[src/arcade_io_pkg.sv]
`default_nettype none

package arcade_io_pkg;

	// host command bytes
	localparam logic [7:0] cmd_status = 8'h1E; // 4 payload bytes, lsb first
	localparam logic [7:0] cmd_joy0   = 8'h01;
	localparam logic [7:0] cmd_joy1   = 8'h02;
	localparam logic [7:0] cmd_key    = 8'h05; // scan code, then pressed flag

	localparam int status_bytes = 4;

	// status word fields
	localparam int st_reset_bit  = 0;
	localparam int st_scan_lo    = 3; // scanline field is bits 4:3
	localparam int st_pause_bit  = 5;
	localparam int st_reset2_bit = 6;

	// ps/2 set 2 scan codes
	localparam logic [7:0] key_left   = 8'h6B;
	localparam logic [7:0] key_right  = 8'h74;
	localparam logic [7:0] key_coin   = 8'h76; // esc
	localparam logic [7:0] key_start1 = 8'h05; // f1
	localparam logic [7:0] key_start2 = 8'h06; // f2
	localparam logic [7:0] key_fire   = 8'h29; // space

	localparam int joy_right_bit = 0;
	localparam int joy_left_bit  = 1;
	localparam int joy_fire_bit  = 4;

	// colour widths in and out of the video stage
	localparam int rg_width  = 3;
	localparam int b_width   = 2;
	localparam int vga_width = 6;

	// scanline dimming modes
	localparam logic [1:0] scan_none = 2'd0;
	localparam logic [1:0] scan_25   = 2'd1;
	localparam logic [1:0] scan_50   = 2'd2;
	localparam logic [1:0] scan_75   = 2'd3;

	localparam int dac_width = 16;

endpackage

`default_nettype wire

[src/user_io_if.sv]
`timescale 1ns/100ps
`default_nettype none

interface user_io_if;
	logic [31:0] status;
	logic [7:0]  joystick_0;
	logic [7:0]  joystick_1;
	logic [7:0]  key_code;
	logic        key_pressed;
	logic        key_toggle; // flips once per key event

	modport host (
		output status,
		output joystick_0,
		output joystick_1,
		output key_code,
		output key_pressed,
		output key_toggle
	);

	modport user (
		input status,
		input joystick_0,
		input joystick_1,
		input key_code,
		input key_pressed,
		input key_toggle
	);
endinterface

`default_nettype wire

[src/arcade_io_top.sv]
`timescale 1ns/100ps
`default_nettype none

module arcade_io_top import arcade_io_pkg::*; (
	input  logic                 clock_24,
	input  logic                 rst_n,
	input  logic                 ce_pix,
	input  logic                 spi_sck,
	input  logic                 spi_ss_n,
	input  logic                 spi_di,
	input  logic [rg_width-1:0]  core_r,
	input  logic [rg_width-1:0]  core_g,
	input  logic [b_width-1:0]   core_b,
	input  logic                 core_hb,
	input  logic                 core_vb,
	input  logic                 core_hs,
	input  logic                 core_vs,
	input  logic [7:0]           audio,
	output logic [vga_width-1:0] vga_r,
	output logic [vga_width-1:0] vga_g,
	output logic [vga_width-1:0] vga_b,
	output logic                 vga_hs,
	output logic                 vga_vs,
	output logic                 audio_l,
	output logic                 audio_r,
	output logic                 game_reset,
	output logic                 game_pause,
	output logic                 left,
	output logic                 right,
	output logic                 fire,
	output logic                 coin,
	output logic                 start1,
	output logic                 start2
);
	logic [1:0] scanlines;

	user_io_if uio ();

	spi_user_io spi_user_io_i (
		.clock_24 (clock_24),
		.rst_n    (rst_n),
		.spi_sck  (spi_sck),
		.spi_ss_n (spi_ss_n),
		.spi_di   (spi_di),
		.io       (uio.host)
	);

	key_mapper key_mapper_i (
		.clock_24 (clock_24),
		.rst_n    (rst_n),
		.io       (uio.user),
		.left     (left),
		.right    (right),
		.fire     (fire),
		.coin     (coin),
		.start1   (start1),
		.start2   (start2)
	);

	// menu reset and core reset both hold the game
	assign game_reset = uio.status[st_reset_bit] | uio.status[st_reset2_bit];
	assign game_pause = uio.status[st_pause_bit];
	assign scanlines  = uio.status[st_scan_lo +: 2];

	video_blank_dim video_blank_dim_i (
		.clock_24  (clock_24),
		.rst_n     (rst_n),
		.ce_pix    (ce_pix),
		.scanlines (scanlines),
		.r         (core_r),
		.g         (core_g),
		.b         (core_b),
		.hb        (core_hb),
		.vb        (core_vb),
		.hs        (core_hs),
		.vs        (core_vs),
		.vga_r     (vga_r),
		.vga_g     (vga_g),
		.vga_b     (vga_b),
		.vga_hs    (vga_hs),
		.vga_vs    (vga_vs)
	);

	sigma_delta_dac sigma_delta_dac_i (
		.clock_24 (clock_24),
		.rst_n    (rst_n),
		.din      ({audio, audio}), // byte repeated to 16 bits
		.dout     (audio_l)
	);

	assign audio_r = audio_l; // mono

endmodule

`default_nettype wire

[src/key_mapper.sv]
`timescale 1ns/100ps
`default_nettype none

module key_mapper import arcade_io_pkg::*; (
	input  logic    clock_24,
	input  logic    rst_n,
	user_io_if.user io,
	output logic    left,
	output logic    right,
	output logic    fire,
	output logic    coin,
	output logic    start1,
	output logic    start2
);
	logic toggle_prev;
	logic btn_left;
	logic btn_right;
	logic btn_fire;
	logic btn_coin;
	logic btn_start1;
	logic btn_start2;

	always_ff @(posedge clock_24) begin
		if (!rst_n) begin
			toggle_prev <= 1'b0;
			btn_left    <= 1'b0;
			btn_right   <= 1'b0;
			btn_fire    <= 1'b0;
			btn_coin    <= 1'b0;
			btn_start1  <= 1'b0;
			btn_start2  <= 1'b0;
		end else begin
			toggle_prev <= io.key_toggle;
			if (io.key_toggle != toggle_prev) begin // new key event
				case (io.key_code)
					key_left:   btn_left   <= io.key_pressed;
					key_right:  btn_right  <= io.key_pressed;
					key_fire:   btn_fire   <= io.key_pressed;
					key_coin:   btn_coin   <= io.key_pressed;
					key_start1: btn_start1 <= io.key_pressed;
					key_start2: btn_start2 <= io.key_pressed;
					default: ;
				endcase
			end
		end
	end

	// keyboard or either stick
	assign left  = btn_left | io.joystick_0[joy_left_bit] | io.joystick_1[joy_left_bit];
	assign right = btn_right | io.joystick_0[joy_right_bit] | io.joystick_1[joy_right_bit];
	assign fire  = btn_fire | io.joystick_0[joy_fire_bit] | io.joystick_1[joy_fire_bit];

	assign coin   = btn_coin;
	assign start1 = btn_start1;
	assign start2 = btn_start2;

endmodule

`default_nettype wire

[src/sigma_delta_dac.sv]
`timescale 1ns/100ps
`default_nettype none

module sigma_delta_dac import arcade_io_pkg::*; (
	input  logic                 clock_24,
	input  logic                 rst_n,
	input  logic [dac_width-1:0] din,
	output logic                 dout
);
	logic [dac_width:0] acc; // top bit is the carry out

	always_ff @(posedge clock_24) begin
		if (!rst_n)
			acc <= '0;
		else
			acc <= {1'b0, acc[dac_width-1:0]} + {1'b0, din};
	end

	// one pulse per accumulator wrap
	assign dout = acc[dac_width];

endmodule

`default_nettype wire

[src/spi_user_io.sv]
`timescale 1ns/100ps
`default_nettype none

module spi_user_io import arcade_io_pkg::*; (
	input  logic    clock_24,
	input  logic    rst_n,
	input  logic    spi_sck,
	input  logic    spi_ss_n,
	input  logic    spi_di,
	user_io_if.host io
);
	logic [1:0]  sck_sync;
	logic [1:0]  di_sync;
	logic [1:0]  ss_sync;
	logic        sck_prev;
	logic        sck_rise;
	logic [2:0]  bit_cnt;
	logic [2:0]  byte_cnt;
	logic [7:0]  cmd;
	logic [6:0]  shreg;
	logic [7:0]  byte_in;
	logic [23:0] pbuf; // earlier payload bytes, newest on top

	assign sck_rise = sck_sync[1] & ~sck_prev;
	assign byte_in  = {shreg, di_sync[1]}; // byte as it completes

	always_ff @(posedge clock_24) begin
		if (!rst_n) begin
			sck_sync <= 2'b00;
			di_sync  <= 2'b00;
			ss_sync  <= 2'b11; // deselected
			sck_prev <= 1'b0;
		end else begin
			sck_sync <= {sck_sync[0], spi_sck};
			di_sync  <= {di_sync[0], spi_di};
			ss_sync  <= {ss_sync[0], spi_ss_n};
			sck_prev <= sck_sync[1];
		end
	end

	always_ff @(posedge clock_24) begin
		if (sck_rise) begin
			shreg <= byte_in[6:0];
			if (bit_cnt == 3'd7 && byte_cnt != 3'd0)
				pbuf <= {byte_in, pbuf[23:8]};
		end
	end

	always_ff @(posedge clock_24) begin
		if (!rst_n) begin
			bit_cnt        <= 3'd0;
			byte_cnt       <= 3'd0;
			cmd            <= 8'h00;
			io.status      <= 32'h0;
			io.joystick_0  <= 8'h00;
			io.joystick_1  <= 8'h00;
			io.key_code    <= 8'h00;
			io.key_pressed <= 1'b0;
			io.key_toggle  <= 1'b0;
		end else if (ss_sync[1]) begin
			bit_cnt  <= 3'd0;
			byte_cnt <= 3'd0;
		end else if (sck_rise) begin
			bit_cnt <= bit_cnt + 3'd1;
			if (bit_cnt == 3'd7) begin
				if (byte_cnt != 3'd7)
					byte_cnt <= byte_cnt + 3'd1; // extra bytes just saturate
				if (byte_cnt == 3'd0) begin
					cmd <= byte_in;
				end else begin
					case (cmd)
						cmd_status: if (byte_cnt == status_bytes)
							io.status <= {byte_in, pbuf}; // whole word at once
						cmd_joy0: if (byte_cnt == 3'd1)
							io.joystick_0 <= byte_in;
						cmd_joy1: if (byte_cnt == 3'd1)
							io.joystick_1 <= byte_in;
						cmd_key: if (byte_cnt == 3'd2) begin
							io.key_code    <= pbuf[23:16];
							io.key_pressed <= byte_in[0];
							io.key_toggle  <= ~io.key_toggle;
						end
						default: ; // unknown command
					endcase
				end
			end
		end
	end

endmodule

`default_nettype wire

[src/video_blank_dim.sv]
`timescale 1ns/100ps
`default_nettype none

module video_blank_dim import arcade_io_pkg::*; (
	input  logic                 clock_24,
	input  logic                 rst_n,
	input  logic                 ce_pix,
	input  logic [1:0]           scanlines,
	input  logic [rg_width-1:0]  r,
	input  logic [rg_width-1:0]  g,
	input  logic [b_width-1:0]   b,
	input  logic                 hb,
	input  logic                 vb,
	input  logic                 hs,
	input  logic                 vs,
	output logic [vga_width-1:0] vga_r,
	output logic [vga_width-1:0] vga_g,
	output logic [vga_width-1:0] vga_b,
	output logic                 vga_hs,
	output logic                 vga_vs
);
	logic                 odd_line;
	logic [1:0]           mode;
	logic [vga_width-1:0] r_exp;
	logic [vga_width-1:0] g_exp;
	logic [vga_width-1:0] b_exp;

	function automatic logic [vga_width-1:0] dim(input logic [vga_width-1:0] v,
			input logic [1:0] m);
		case (m)
			scan_none: dim = v;
			scan_25:   dim = v - (v >> 2);
			scan_50:   dim = v >> 1;
			scan_75:   dim = v >> 2;
		endcase
	endfunction

	// bit repeat up to 6 bits
	assign r_exp = {r, r};
	assign g_exp = {g, g};
	assign b_exp = {b, b, b};
	assign mode  = odd_line ? scanlines : scan_none;

	always_ff @(posedge clock_24) begin
		if (!rst_n) begin
			odd_line <= 1'b0;
			vga_r    <= '0;
			vga_g    <= '0;
			vga_b    <= '0;
			vga_hs   <= 1'b0;
			vga_vs   <= 1'b0;
		end else if (ce_pix) begin
			if (vs)
				odd_line <= 1'b0;
			else if (hs && !vga_hs) // vga_hs holds last hs
				odd_line <= ~odd_line;
			vga_hs <= hs;
			vga_vs <= vs;
			if (hb || vb) begin
				vga_r <= '0;
				vga_g <= '0;
				vga_b <= '0;
			end else begin
				vga_r <= dim(r_exp, mode);
				vga_g <= dim(g_exp, mode);
				vga_b <= dim(b_exp, mode);
			end
		end
	end

endmodule

`default_nettype wire
[config.mk]
export PLATFORM = sky130hd
export DESIGN_NAME = arcade_io_top
export DESIGN_NICKNAME = d
export VERILOG_FILES = /design/src/arcade_io_pkg.sv /design/src/user_io_if.sv /design/src/arcade_io_top.sv /design/src/key_mapper.sv /design/src/sigma_delta_dac.sv /design/src/spi_user_io.sv /design/src/video_blank_dim.sv
export SDC_FILE = /design/constraint.sdc
export NUM_CORES = 1
export LEC_CHECK = 0
export ABC_CLOCK_PERIOD_IN_PS = 3200
export BUFFER_PORTS_ARGS = -buffer_cell sky130_fd_sc_hd__clkbuf_2
export CAP_MARGIN = 20
export CORE_ASPECT_RATIO = 2
export CORE_MARGIN = 5
export CORE_UTILIZATION = 50
export DETAILED_ROUTE_END_ITERATION = 10
export PLACE_DENSITY_LB_ADDON = 0.12
export SYNTH_ARGS = -nofsm -noshare
export SYNTH_HDL_FRONTEND = slang
export SYNTH_SLANG_ARGS = --single-unit
[constraint.sdc]
create_clock -name clock_24 -period 3.2 [get_ports clock_24]
set_input_delay 0.16 -clock clock_24 [delete_from_list [all_inputs] [get_ports clock_24]]
set_output_delay 0.16 -clock clock_24 [all_outputs]
set_load 0.05 [all_outputs]
==> results of run 1 <==
[worst max-delay path, stage by stage (launching register included)]
cell and delay [ns]:
dfxtp_1 0.31, ha_1 0.23, fa_1 0.44, nand3_1 0.12, a21oi_1 0.08, or3_4 0.40
a221o_1 0.34, a41o_1 0.25
[through the flow]
stage	hold WS (ns)	cells
global route	0.000546	718
floorplan	0.261	527
CTS	0.00228	718
detailed placement	0.350	701
global placement	0.342	701
finish	0.0200	718
[metal layers]
metal | routed length, um | part of all wire [%] | global-route usage (%)
met3 | 298 | 2.6 | 3.19
met2 | 6630 | 57 | 35.4
met5 | 0 | 0 | 0
met1 | 4430 | 38 | 21.1
met4 | 196 | 1.7 | 7.64
[final timing paths]
| check | start | to | slack [ns] | cells after the start |
|---|---|---|---|---|
| hold reg to reg | spi_user_io_i.pbuf[11]$_DFFE_PP_ | spi_user_io_i.pbuf[3]$_DFFE_PP_ | 0.41 | 0 |
| setup / recovery | sigma_delta_dac_i.acc[0]$_SDFF_PN0_ | sigma_delta_dac_i.acc[16]$_SDFF_PN0_ | 0.92 | 7 |
| hold / removal | spi_sck | spi_user_io_i.sck_sync[0]$_SDFF_PN0_ | 0.02 | 2 |
| setup reg to reg | sigma_delta_dac_i.acc[0]$_SDFF_PN0_ | sigma_delta_dac_i.acc[16]$_SDFF_PN0_ | 0.92 | 7 |
[state kept, by name, summed over array words and instances, names as in the netlist, 2 cells and up]
name                         cells
video_blank_dim_i.vga_g          6
spi_user_io_i.shreg              7
spi_user_io_i.io.status          5
video_blank_dim_i.vga_b          4
spi_user_io_i.io.joystick_0      3
spi_user_io_i.cmd                8
spi_user_io_i.io.joystick_1      3
spi_user_io_i.io.key_code        8
video_blank_dim_i.vga_r          6
spi_user_io_i.pbuf              18
spi_user_io_i.bit_cnt            3
spi_user_io_i.sck_sync           2
spi_user_io_i.di_sync            2
spi_user_io_i.ss_sync            2
sigma_delta_dac_i.acc           17
spi_user_io_i.byte_cnt           3
[placed cells by master, fill, tap and decap left out, types with 10 or more instances in the layout]
cell type,count
nand3_1,15
and2_1,10
inv_1,10
nor3_1,13
clkbuf_2,55
a21oi_1,34
nor2b_1,10
nand2_1,32
mux2i_1,38
nand2b_1,13
ha_1,31
dfxtp_1,85
nor2_1,55
edfxtp_1,25
o21ai_0,22
[power by group through the flow]
stage	clock [mW]	sequential (mW)	combinational, mW
finish	1.04	1.55	0.802
global route	1.14	1.56	0.891
CTS	1.08	1.55	0.801
detailed placement	0	1.58	0.792
global placement	0	1.58	0.774
floorplan	0	1.61	0.599
[cells by family (layout without fill, tap and decap cells)]
family	after synthesis	after routing	share of synthesized area, %
adders and majority gates	34	34	8.47
buffers and inverters	32	86	2.53
AOI/OAI and AO/OA	115	115	14.4
DFF	110	110	46.3
muxes	38	38	7.19
and+or+nand+nor	186	186	19.1
xor gates and xnor gates	12	12	1.99
[timing repair]
action / 4_1_cts / 5_1_grt
hold buffers: 1 / 0
setup endpoints to repair: 0 / 0
endpoints found under the hold margin: 1 / 0
[cell type report]
type / instances / area, um2
Tap cell: 137 / 171
Clock inverter: 6 / 47.5
Clock buffer: 10 / 229
Fill cell: 984 / 4530
Inverter: 12 / 45.0
Multi-Input combinational cell: 385 / 2710
Sequential cell: 110 / 2450
Timing Repair Buffer: 58 / 300
==> flow_summary.yaml, run 1 <==
run_status:
  status: "completed"
sta:
  min_period_over_period_pct: 71.3
  setup_tns_ns: 0
  max_freq_ghz: 0.438
  fin_crit_ns: 2.28
  worst_slack_ns: 0.919
  rsz0062_at_grt: "false"
  drv_slew: 0
  hold_violations: 0
  worst_pin_slew_ns: 0.860
  relSlewSlack_pct: 42.7
  finalSetupViolations: 0
  fin_skew_ns: 0.0101
routing:
  drtAntennaViolNets: 0
  via_count: 3932
  firstDrtPassIters: 4
  drt_iter0_drc: 197
  post_drt_wl_per_cell_um: 16.1
  drc: 0
  routed_wirelength_um: 11600
  viasPerCell: 5.48
yosys:
  synth_edf_count: 25
  yosysSeqAreaShare_pct: 46.3
  ys.flop_type: "dfxtp_1"
  syn_nets: 587
  yosysMostFrequentCell: "dfxtp_1"
  netlist.top_cell.by_area: "dfxtp_1"
  synthDistinctLibCells: 63
  netlist_area_um2: 5290
  synth_top_area_share_pct: 32.2
  async_flop_share_pct: 0
  ys_ff_latch: 110
  yosys-top-cells-count: "dfxtp_1, nor2_1, mux2i_1, a21oi_1, nand2_1"
  yosysWarnings: 0
  synth.avg_cell_area_um2: 10.0
  syn_inst: 527
  synth_area_leaders: "dfxtp_1, edfxtp_1, ha_1"
floorplan:
  placementRows: 53
  die_h_um: 155
  start_util_pct: 50.5
  fp.dieArea_um2: 12900
  coreArea_um2: 10500
  boundaryPins: 56
  dieWidth_um: 82.7
setup_path:
  critPathCaptureType: "register"
  crit_required_ns: 3.43
  cp.arrival_ns: 2.52
  cp_max_fo: 3
  start_kind: "register"
  path_class: "register to register"
grt:
  grt_start_max_net_pins: 36
  grt_antenna_before_repair: 0
  overflow: 0
  grt_first_pass_wirelength_um: 19100
  grtUsageTotal_pct: 19.3
  first_global_vias: 3889
placement:
  port_buffers: 55
  placed_area_um2: 5660
  place_ws_ns: 0.918
  dp_hpwl_um: 8780
  gp_congestion: 0.856
power:
  finalPower_mw: 3.39
  switching_share_pct: 29.7
  p_leak_nw: 2.43
  p_switching_mw: 1.01
  pwr-share-comb_pct: 23.6
  p_clk_share_pct: 30.7
  seqPwrFrac_pct: 45.6
  power-per-cell-area_nw_per_um2: 570
  intPower_mw: 2.38
  vdd_ir_drop_max_mv: 0.331
clock_network:
  clock_latency_ns: 0.35
  root_buffer: "clkbuf_16"
  cts_buffers: 9
  cts_buffer_depth: 2
  path_clk_slew_ns: 0.07
  clock-sinks: 110
  htree_levels: 3
  postCtsSetupBuffers: 0
  cts_tree: "built"
  cts_resized: 0
layout:
  syn_to_final_growth_pct: 12.5
  design_area_um2: 5950
  antenna_cells: 0
  drive_above_1_share_pct: 15.1
  fin_nets: 636
  fin_util_pct: 56.8
flow_run:
  maxCapViolations: 0
hold_path:
  hp-class: "input pin to register"
Power figures use the tool's default switching activity.
==> run 2, diff against run 1 <==
--- a/config.mk
+++ b/config.mk
@@ -5,7 +5,7 @@
 export SDC_FILE = /design/constraint.sdc
 export NUM_CORES = 1
 export LEC_CHECK = 0
-export ABC_CLOCK_PERIOD_IN_PS = 3200
+export ABC_CLOCK_PERIOD_IN_PS = 2100
 export BUFFER_PORTS_ARGS = -buffer_cell sky130_fd_sc_hd__clkbuf_2
 export CAP_MARGIN = 20
 export CORE_ASPECT_RATIO = 2
==> constraint.sdc (replaced) <==
create_clock -name clock_24 -period 2.1 [get_ports clock_24]
set_input_delay 0.105 -clock clock_24 [delete_from_list [all_inputs] [get_ports clock_24]]
set_output_delay 0.105 -clock clock_24 [all_outputs]
set_load 0.05 [all_outputs]
==> flow_summary.yaml, run 2 (same netlist as run 1, synthesis figures left out) <==
run_status:
  status: "completed"
floorplan:
  placementRows: 53
  dieWidth_um: 82.7
  coreArea_um2: 10500
  start_util_pct: 50.5
  die_h_um: 155
  boundaryPins: 56
  fp.dieArea_um2: 12900
grt:
  grt_start_max_net_pins: 64
  overflow: 0
  first_global_vias: 4174
  grt_antenna_before_repair: 0
  grtUsageTotal_pct: 19.8
  grt_first_pass_wirelength_um: 19600
power:
  finalPower_mw: 5.25
  vdd_ir_drop_max_mv: 0.562
  p_leak_nw: 2.50
  power-per-cell-area_nw_per_um2: 858
routing:
  post_drt_wl_per_cell_um: 16.2
  via_count: 4090
  drc: 0
  drt_iter0_drc: 167
  firstDrtPassIters: 4
  drtAntennaViolNets: 0
  routed_wirelength_um: 11800
  viasPerCell: 5.58
setup_path:
  start_kind: "register"
  critPathCaptureType: "register"
  startpoint: "sigma_delta_dac_i.acc[0]$_SDFF_PN0_"
  path_class: "register to register"
  crit_slowest_cell: "fa_2"
  path_cells: "ha_4 > fa_2 > nand3_2 > a21oi_2 > or3_4 > a221o_1 > a41o_1"
  rr_startpoint: "sigma_delta_dac_i.acc[0]$_SDFF_PN0_"
  cp.arrival_ns: 2.27
  cp_num_buf_inv: 0
  cp_max_fo: 2
  crit_required_ns: 2.34
  path_delay_family: "compound AO/OA/AOI/OAI gates"
  critPathMaxStageDelay_ns: 0.37
layout:
  fillers: 960
  largest_reg_flops: 18
  layout_commonest_cell: "dfxtp_1"
  layout_common_cells: "dfxtp_1, nor2_1, clkbuf_2"
  largest_register: "spi_user_io_i.pbuf"
  reg.largest.list: "spi_user_io_i.pbuf x18, sigma_delta_dac_i.acc x17"
  final_cells: 733
  drive_above_1_share_pct: 17.4
  syn_to_final_growth_pct: 15.5
  fin_nets: 651
  antenna_cells: 0
clock_network:
  cts_tree: "built"
  root_buffer: "clkbuf_16"
  path_clk_slew_ns: 0.07
  htree_levels: 3
  cts_buffer_depth: 2
  clock-sinks: 110
  cts_buffers: 9
  clock_latency_ns: 0.35
sta:
  relSlewSlack_pct: 62.1
  finalSetupViolations: 0
  max_freq_ghz: 0.491
  holdWs_ns: 0.0199
  worst_pin_slew_ns: 0.567
  drv_slew: 0
  fin_crit_ns: 2.04
  min_period_over_period_pct: 96.9
  fin_skew_ns: 0.00518
  hold_violations: 0
  rsz0062_at_grt: "true"
flow_run:
  maxCapViolations: 0
placement:
  dp_hpwl_um: 8890
  gp_congestion: 0.866
  port_buffers: 55
  dp.cells: 712
hold_path:
  hp-class: "input pin to register"
  min_from: "core_hs"
run 2: worst paths after layout:
| check | to | slack, ns | depth (start not counted) |
|---|---|---|---|
| worst max-delay path | sigma_delta_dac_i.acc[16]$_SDFF_PN0_ | 0.06 | 7 |
| worst min-delay path | video_blank_dim_i.vga_hs$_SDFFE_PN0P_ | 0.02 | 3 |
| worst max register to register | sigma_delta_dac_i.acc[16]$_SDFF_PN0_ | 0.06 | 7 |
| worst min register to register | spi_user_io_i.ss_sync[1]$_SDFF_PN1_ | 0.42 | 1 |
run 2: metal layers:
metal  share of wire [%]  global-route usage (%)  vias to the layer above
met1                  38                    20.5                     1929
met3                 3.7                    3.19                       28
met5                   0                       0                        -
li1                    -                       -                     2041
met2                  55                    36.8                       92
met4                 3.6                    9.90                        0
run 2: timing repair:
item | 4_1_cts | 5_1_grt
endpoints found under the setup margin | 1 | 3
buffers inserted | 1 | 1
pin swaps | 2 | 5
hold buffers | 3 | 0
gates resized for setup | 2 | 3
hold endpoints to repair | 3 | 0
run 2: worst reg2reg max path, delay by kind of cell, from the launching register on:
kind                       cells  cell delay (ns)
adders and majority gates      2             0.53
and+or+nand+nor                2             0.46
AOI/OAI and AO/OA              3             0.61
DFF                            1             0.33
run 2: cell type report:
class	instances	area, um2	area share, %
tap	137	171	2.80
clock inverter	3	21.3	0.348
multi-input combinational	385	2730	44.6
timing repair buffer	73	430	7.04
sequential	110	2450	40.1
inverter	12	45.0	0.737
clock buffer	13	262	4.28
run 2: metrics by stage:
| stage | setup TNS (ns) | setup slack (ns) | area [um2] | utilization [%] |
|---|---|---|---|---|
| floorplan | 0 | 0.00993 | 5290 | - |
| global placement | -0.0136 | -0.0136 | 5760 | 55.0 |
| detailed placement | -0.0499 | -0.0499 | 5760 | 55.0 |
| CTS | 0 | 0.00645 | 6090 | 58.1 |
| global route | -0.00890 | -0.00890 | 6110 | 58.3 |
| finish | 0 | 0.0648 | 6110 | 58.3 |
run 2: power breakdown:
group	internal (mW)	leakage, nW	total, mW	switching (mW)
combinational	0.540	1.45	1.26	0.718
clock	0.879	0.135	1.62	0.743
sequential	2.31	0.918	2.37	0.0610
total	3.72	2.50	5.25	1.52
==> run 3, diff against run 2 <==
--- a/config.mk
+++ b/config.mk
@@ -11,7 +11,9 @@
 export CORE_ASPECT_RATIO = 2
 export CORE_MARGIN = 5
 export CORE_UTILIZATION = 50
+export CTS_CLUSTER_DIAMETER = 150
 export DETAILED_ROUTE_END_ITERATION = 10
+export GPL_TIMING_DRIVEN = 0
 export PLACE_DENSITY_LB_ADDON = 0.12
 export SYNTH_ARGS = -nofsm -noshare
 export SYNTH_HDL_FRONTEND = slang
==> flow_summary.yaml, run 3 (same netlist as run 1, synthesis figures left out) <==
flow_run:
  maxCapViolations: 0
layout:
  antenna_cells: 0
  seqCellArea_um2: 2450
  reg.largest.list: "spi_user_io_i.pbuf x18, sigma_delta_dac_i.acc x17"
  syn_to_final_growth_pct: 15.8
  layout_commonest_cell: "dfxtp_1"
  drive_above_1_share_pct: 17.3
  fin_nets: 661
  largest_register: "spi_user_io_i.pbuf"
  design_area_um2: 6130
  final_cells: 743
  layout_common_cells: "dfxtp_1, clkbuf_2, nor2_1"
  largest_reg_flops: 18
  multi_input_area_um2: 2740
  fillers: 982
routing:
  routed_wirelength_um: 12800
  drtAntennaViolNets: 0
  firstDrtPassIters: 4
  drt_iter0_drc: 226
  via_count: 4219
  post_drt_wl_per_cell_um: 17.3
  drc: 0
  viasPerCell: 5.68
floorplan:
  start_util_pct: 50.5
  placementRows: 53
  dieWidth_um: 82.7
  coreArea_um2: 10500
  boundaryPins: 56
  die_h_um: 155
  fp.dieArea_um2: 12900
sta:
  fin_crit_ns: 2.15
  hold_violations: 0
  fin_skew_ns: 0.0107
  setup_tns_ns: -0.0457
  worst_slack_ns: -0.0457
  max_freq_ghz: 0.466
  drv_slew: 0
  finalSetupViolations: 1
  min_period_over_period_pct: 102
  relSlewSlack_pct: 53.8
  rsz0062_at_grt: "true"
  worst_pin_slew_ns: 0.693
grt:
  first_global_vias: 4297
  grt_start_max_net_pins: 19
  grt_antenna_before_repair: 0
  grt_first_pass_wirelength_um: 20900
  grtUsageTotal_pct: 21.6
  overflow: 0
clock_network:
  htree_levels: 3
  path_clk_slew_ns: 0.08
  cts_tree: "built"
  cts_buffers: 9
  root_buffer: "clkbuf_16"
  clock-sinks: 110
  cts_buffer_depth: 2
  clock_latency_ns: 0.35
setup_path:
  crit_required_ns: 2.35
  ff2ff_path_depth: 7
  cp_max_fo: 3
  path_class: "register to register"
  cp.arrival_ns: 2.39
  reg2reg_slack_ns: -0.05
  rr_endpoint: "sigma_delta_dac_i.acc[16]$_SDFF_PN0_"
  critPathCaptureType: "register"
  start_kind: "register"
  rr_startpoint: "sigma_delta_dac_i.acc[0]$_SDFF_PN0_"
placement:
  dp.cells: 719
  gp_congestion: 0.911
  place_ws_ns: -0.154
  placed_area_um2: 5740
  dp_hpwl_um: 9720
  port_buffers: 55
power:
  finalPower_mw: 5.23
  p_leak_nw: 2.49
  power-per-cell-area_nw_per_um2: 853
  vdd_ir_drop_max_mv: 0.496
hold_path:
  min_path_cells: 3
  hp-class: "input pin to register"
  worst_hold_path.endpoint: "video_blank_dim_i.vga_hs$_SDFFE_PN0P_"
  min_from: "core_hs"
run_status:
  status: "complete, but fails checks"
  violations: "negative setup slack"
==> run 3: metrics by stage <==
stage / util, % / hold slack [ns]
global route: 58.5 / 0.0568
floorplan: - / 0.206
global placement: 54.8 / 0.308
CTS: 58.0 / 0.0291
detailed placement: 54.8 / 0.306
finish: 58.5 / 0.0278
==> run 3: final cells by class <==
type	instances	area share [%]
Timing Repair Buffer	63	5.80
Inverter	12	0.735
Sequential cell	110	40.0
Clock inverter	6	0.714
Buffer	20	1.47
Tap cell	137	2.80
Clock buffer	10	3.74
Multi-Input combinational cell	385	44.7
==> run 3: report_power, final <==
part	total (mW)	switching (mW)	internal, mW	leakage, nW
registers	2.36	0.0564	2.30	0.918
clock network	1.59	0.779	0.814	0.130
logic	1.28	0.736	0.542	1.44
total	5.23	1.57	3.66	2.49
==> run 3: how the worst max path moves through the flow <==
stage | from | to | cells after the start
floorplan | sigma_delta_dac_i.acc[0]$_SDFF_PN0_ | sigma_delta_dac_i.acc[16]$_SDFF_PN0_ | 7
global placement | sigma_delta_dac_i.acc[0]$_SDFF_PN0_ | sigma_delta_dac_i.acc[16]$_SDFF_PN0_ | 7
detailed placement | spi_user_io_i.sck_sync[1]$_SDFF_PN0_ | spi_user_io_i.pbuf[6]$_DFFE_PP_ | 3
CTS | sigma_delta_dac_i.acc[0]$_SDFF_PN0_ | sigma_delta_dac_i.acc[16]$_SDFF_PN0_ | 7
global route | sigma_delta_dac_i.acc[0]$_SDFF_PN0_ | sigma_delta_dac_i.acc[16]$_SDFF_PN0_ | 7
finish | sigma_delta_dac_i.acc[0]$_SDFF_PN0_ | sigma_delta_dac_i.acc[16]$_SDFF_PN0_ | 7
==> run 3: layer usage <==
layer,global-route usage [%],share of wire (%),vias to the layer above
li1,-,-,2057
met1,22.8,38,2018
met2,37.9,54,103
met3,4.00,3.3,41
met4,13.2,5.2,0
met5,0,0,-
==> run 3: worst max-delay path: stages (launching register included) <==
cell	delay, ns
dfxtp_2	0.33
ha_4	0.17
fa_2	0.41
nand3_2	0.10
a21oi_2	0.06
or3_4	0.40
a221o_1	0.35
a41o_1	0.22
==> run 3: repair_timing <==
action / 4_1_cts / 5_1_grt
pin swaps: 4 / 6
gates resized for setup: 3 / 8
hold endpoints to repair: 3 / 0
hold buffers: 3 / 0
setup buffers: 2 / 3
endpoints found under the setup margin: 28 / 32
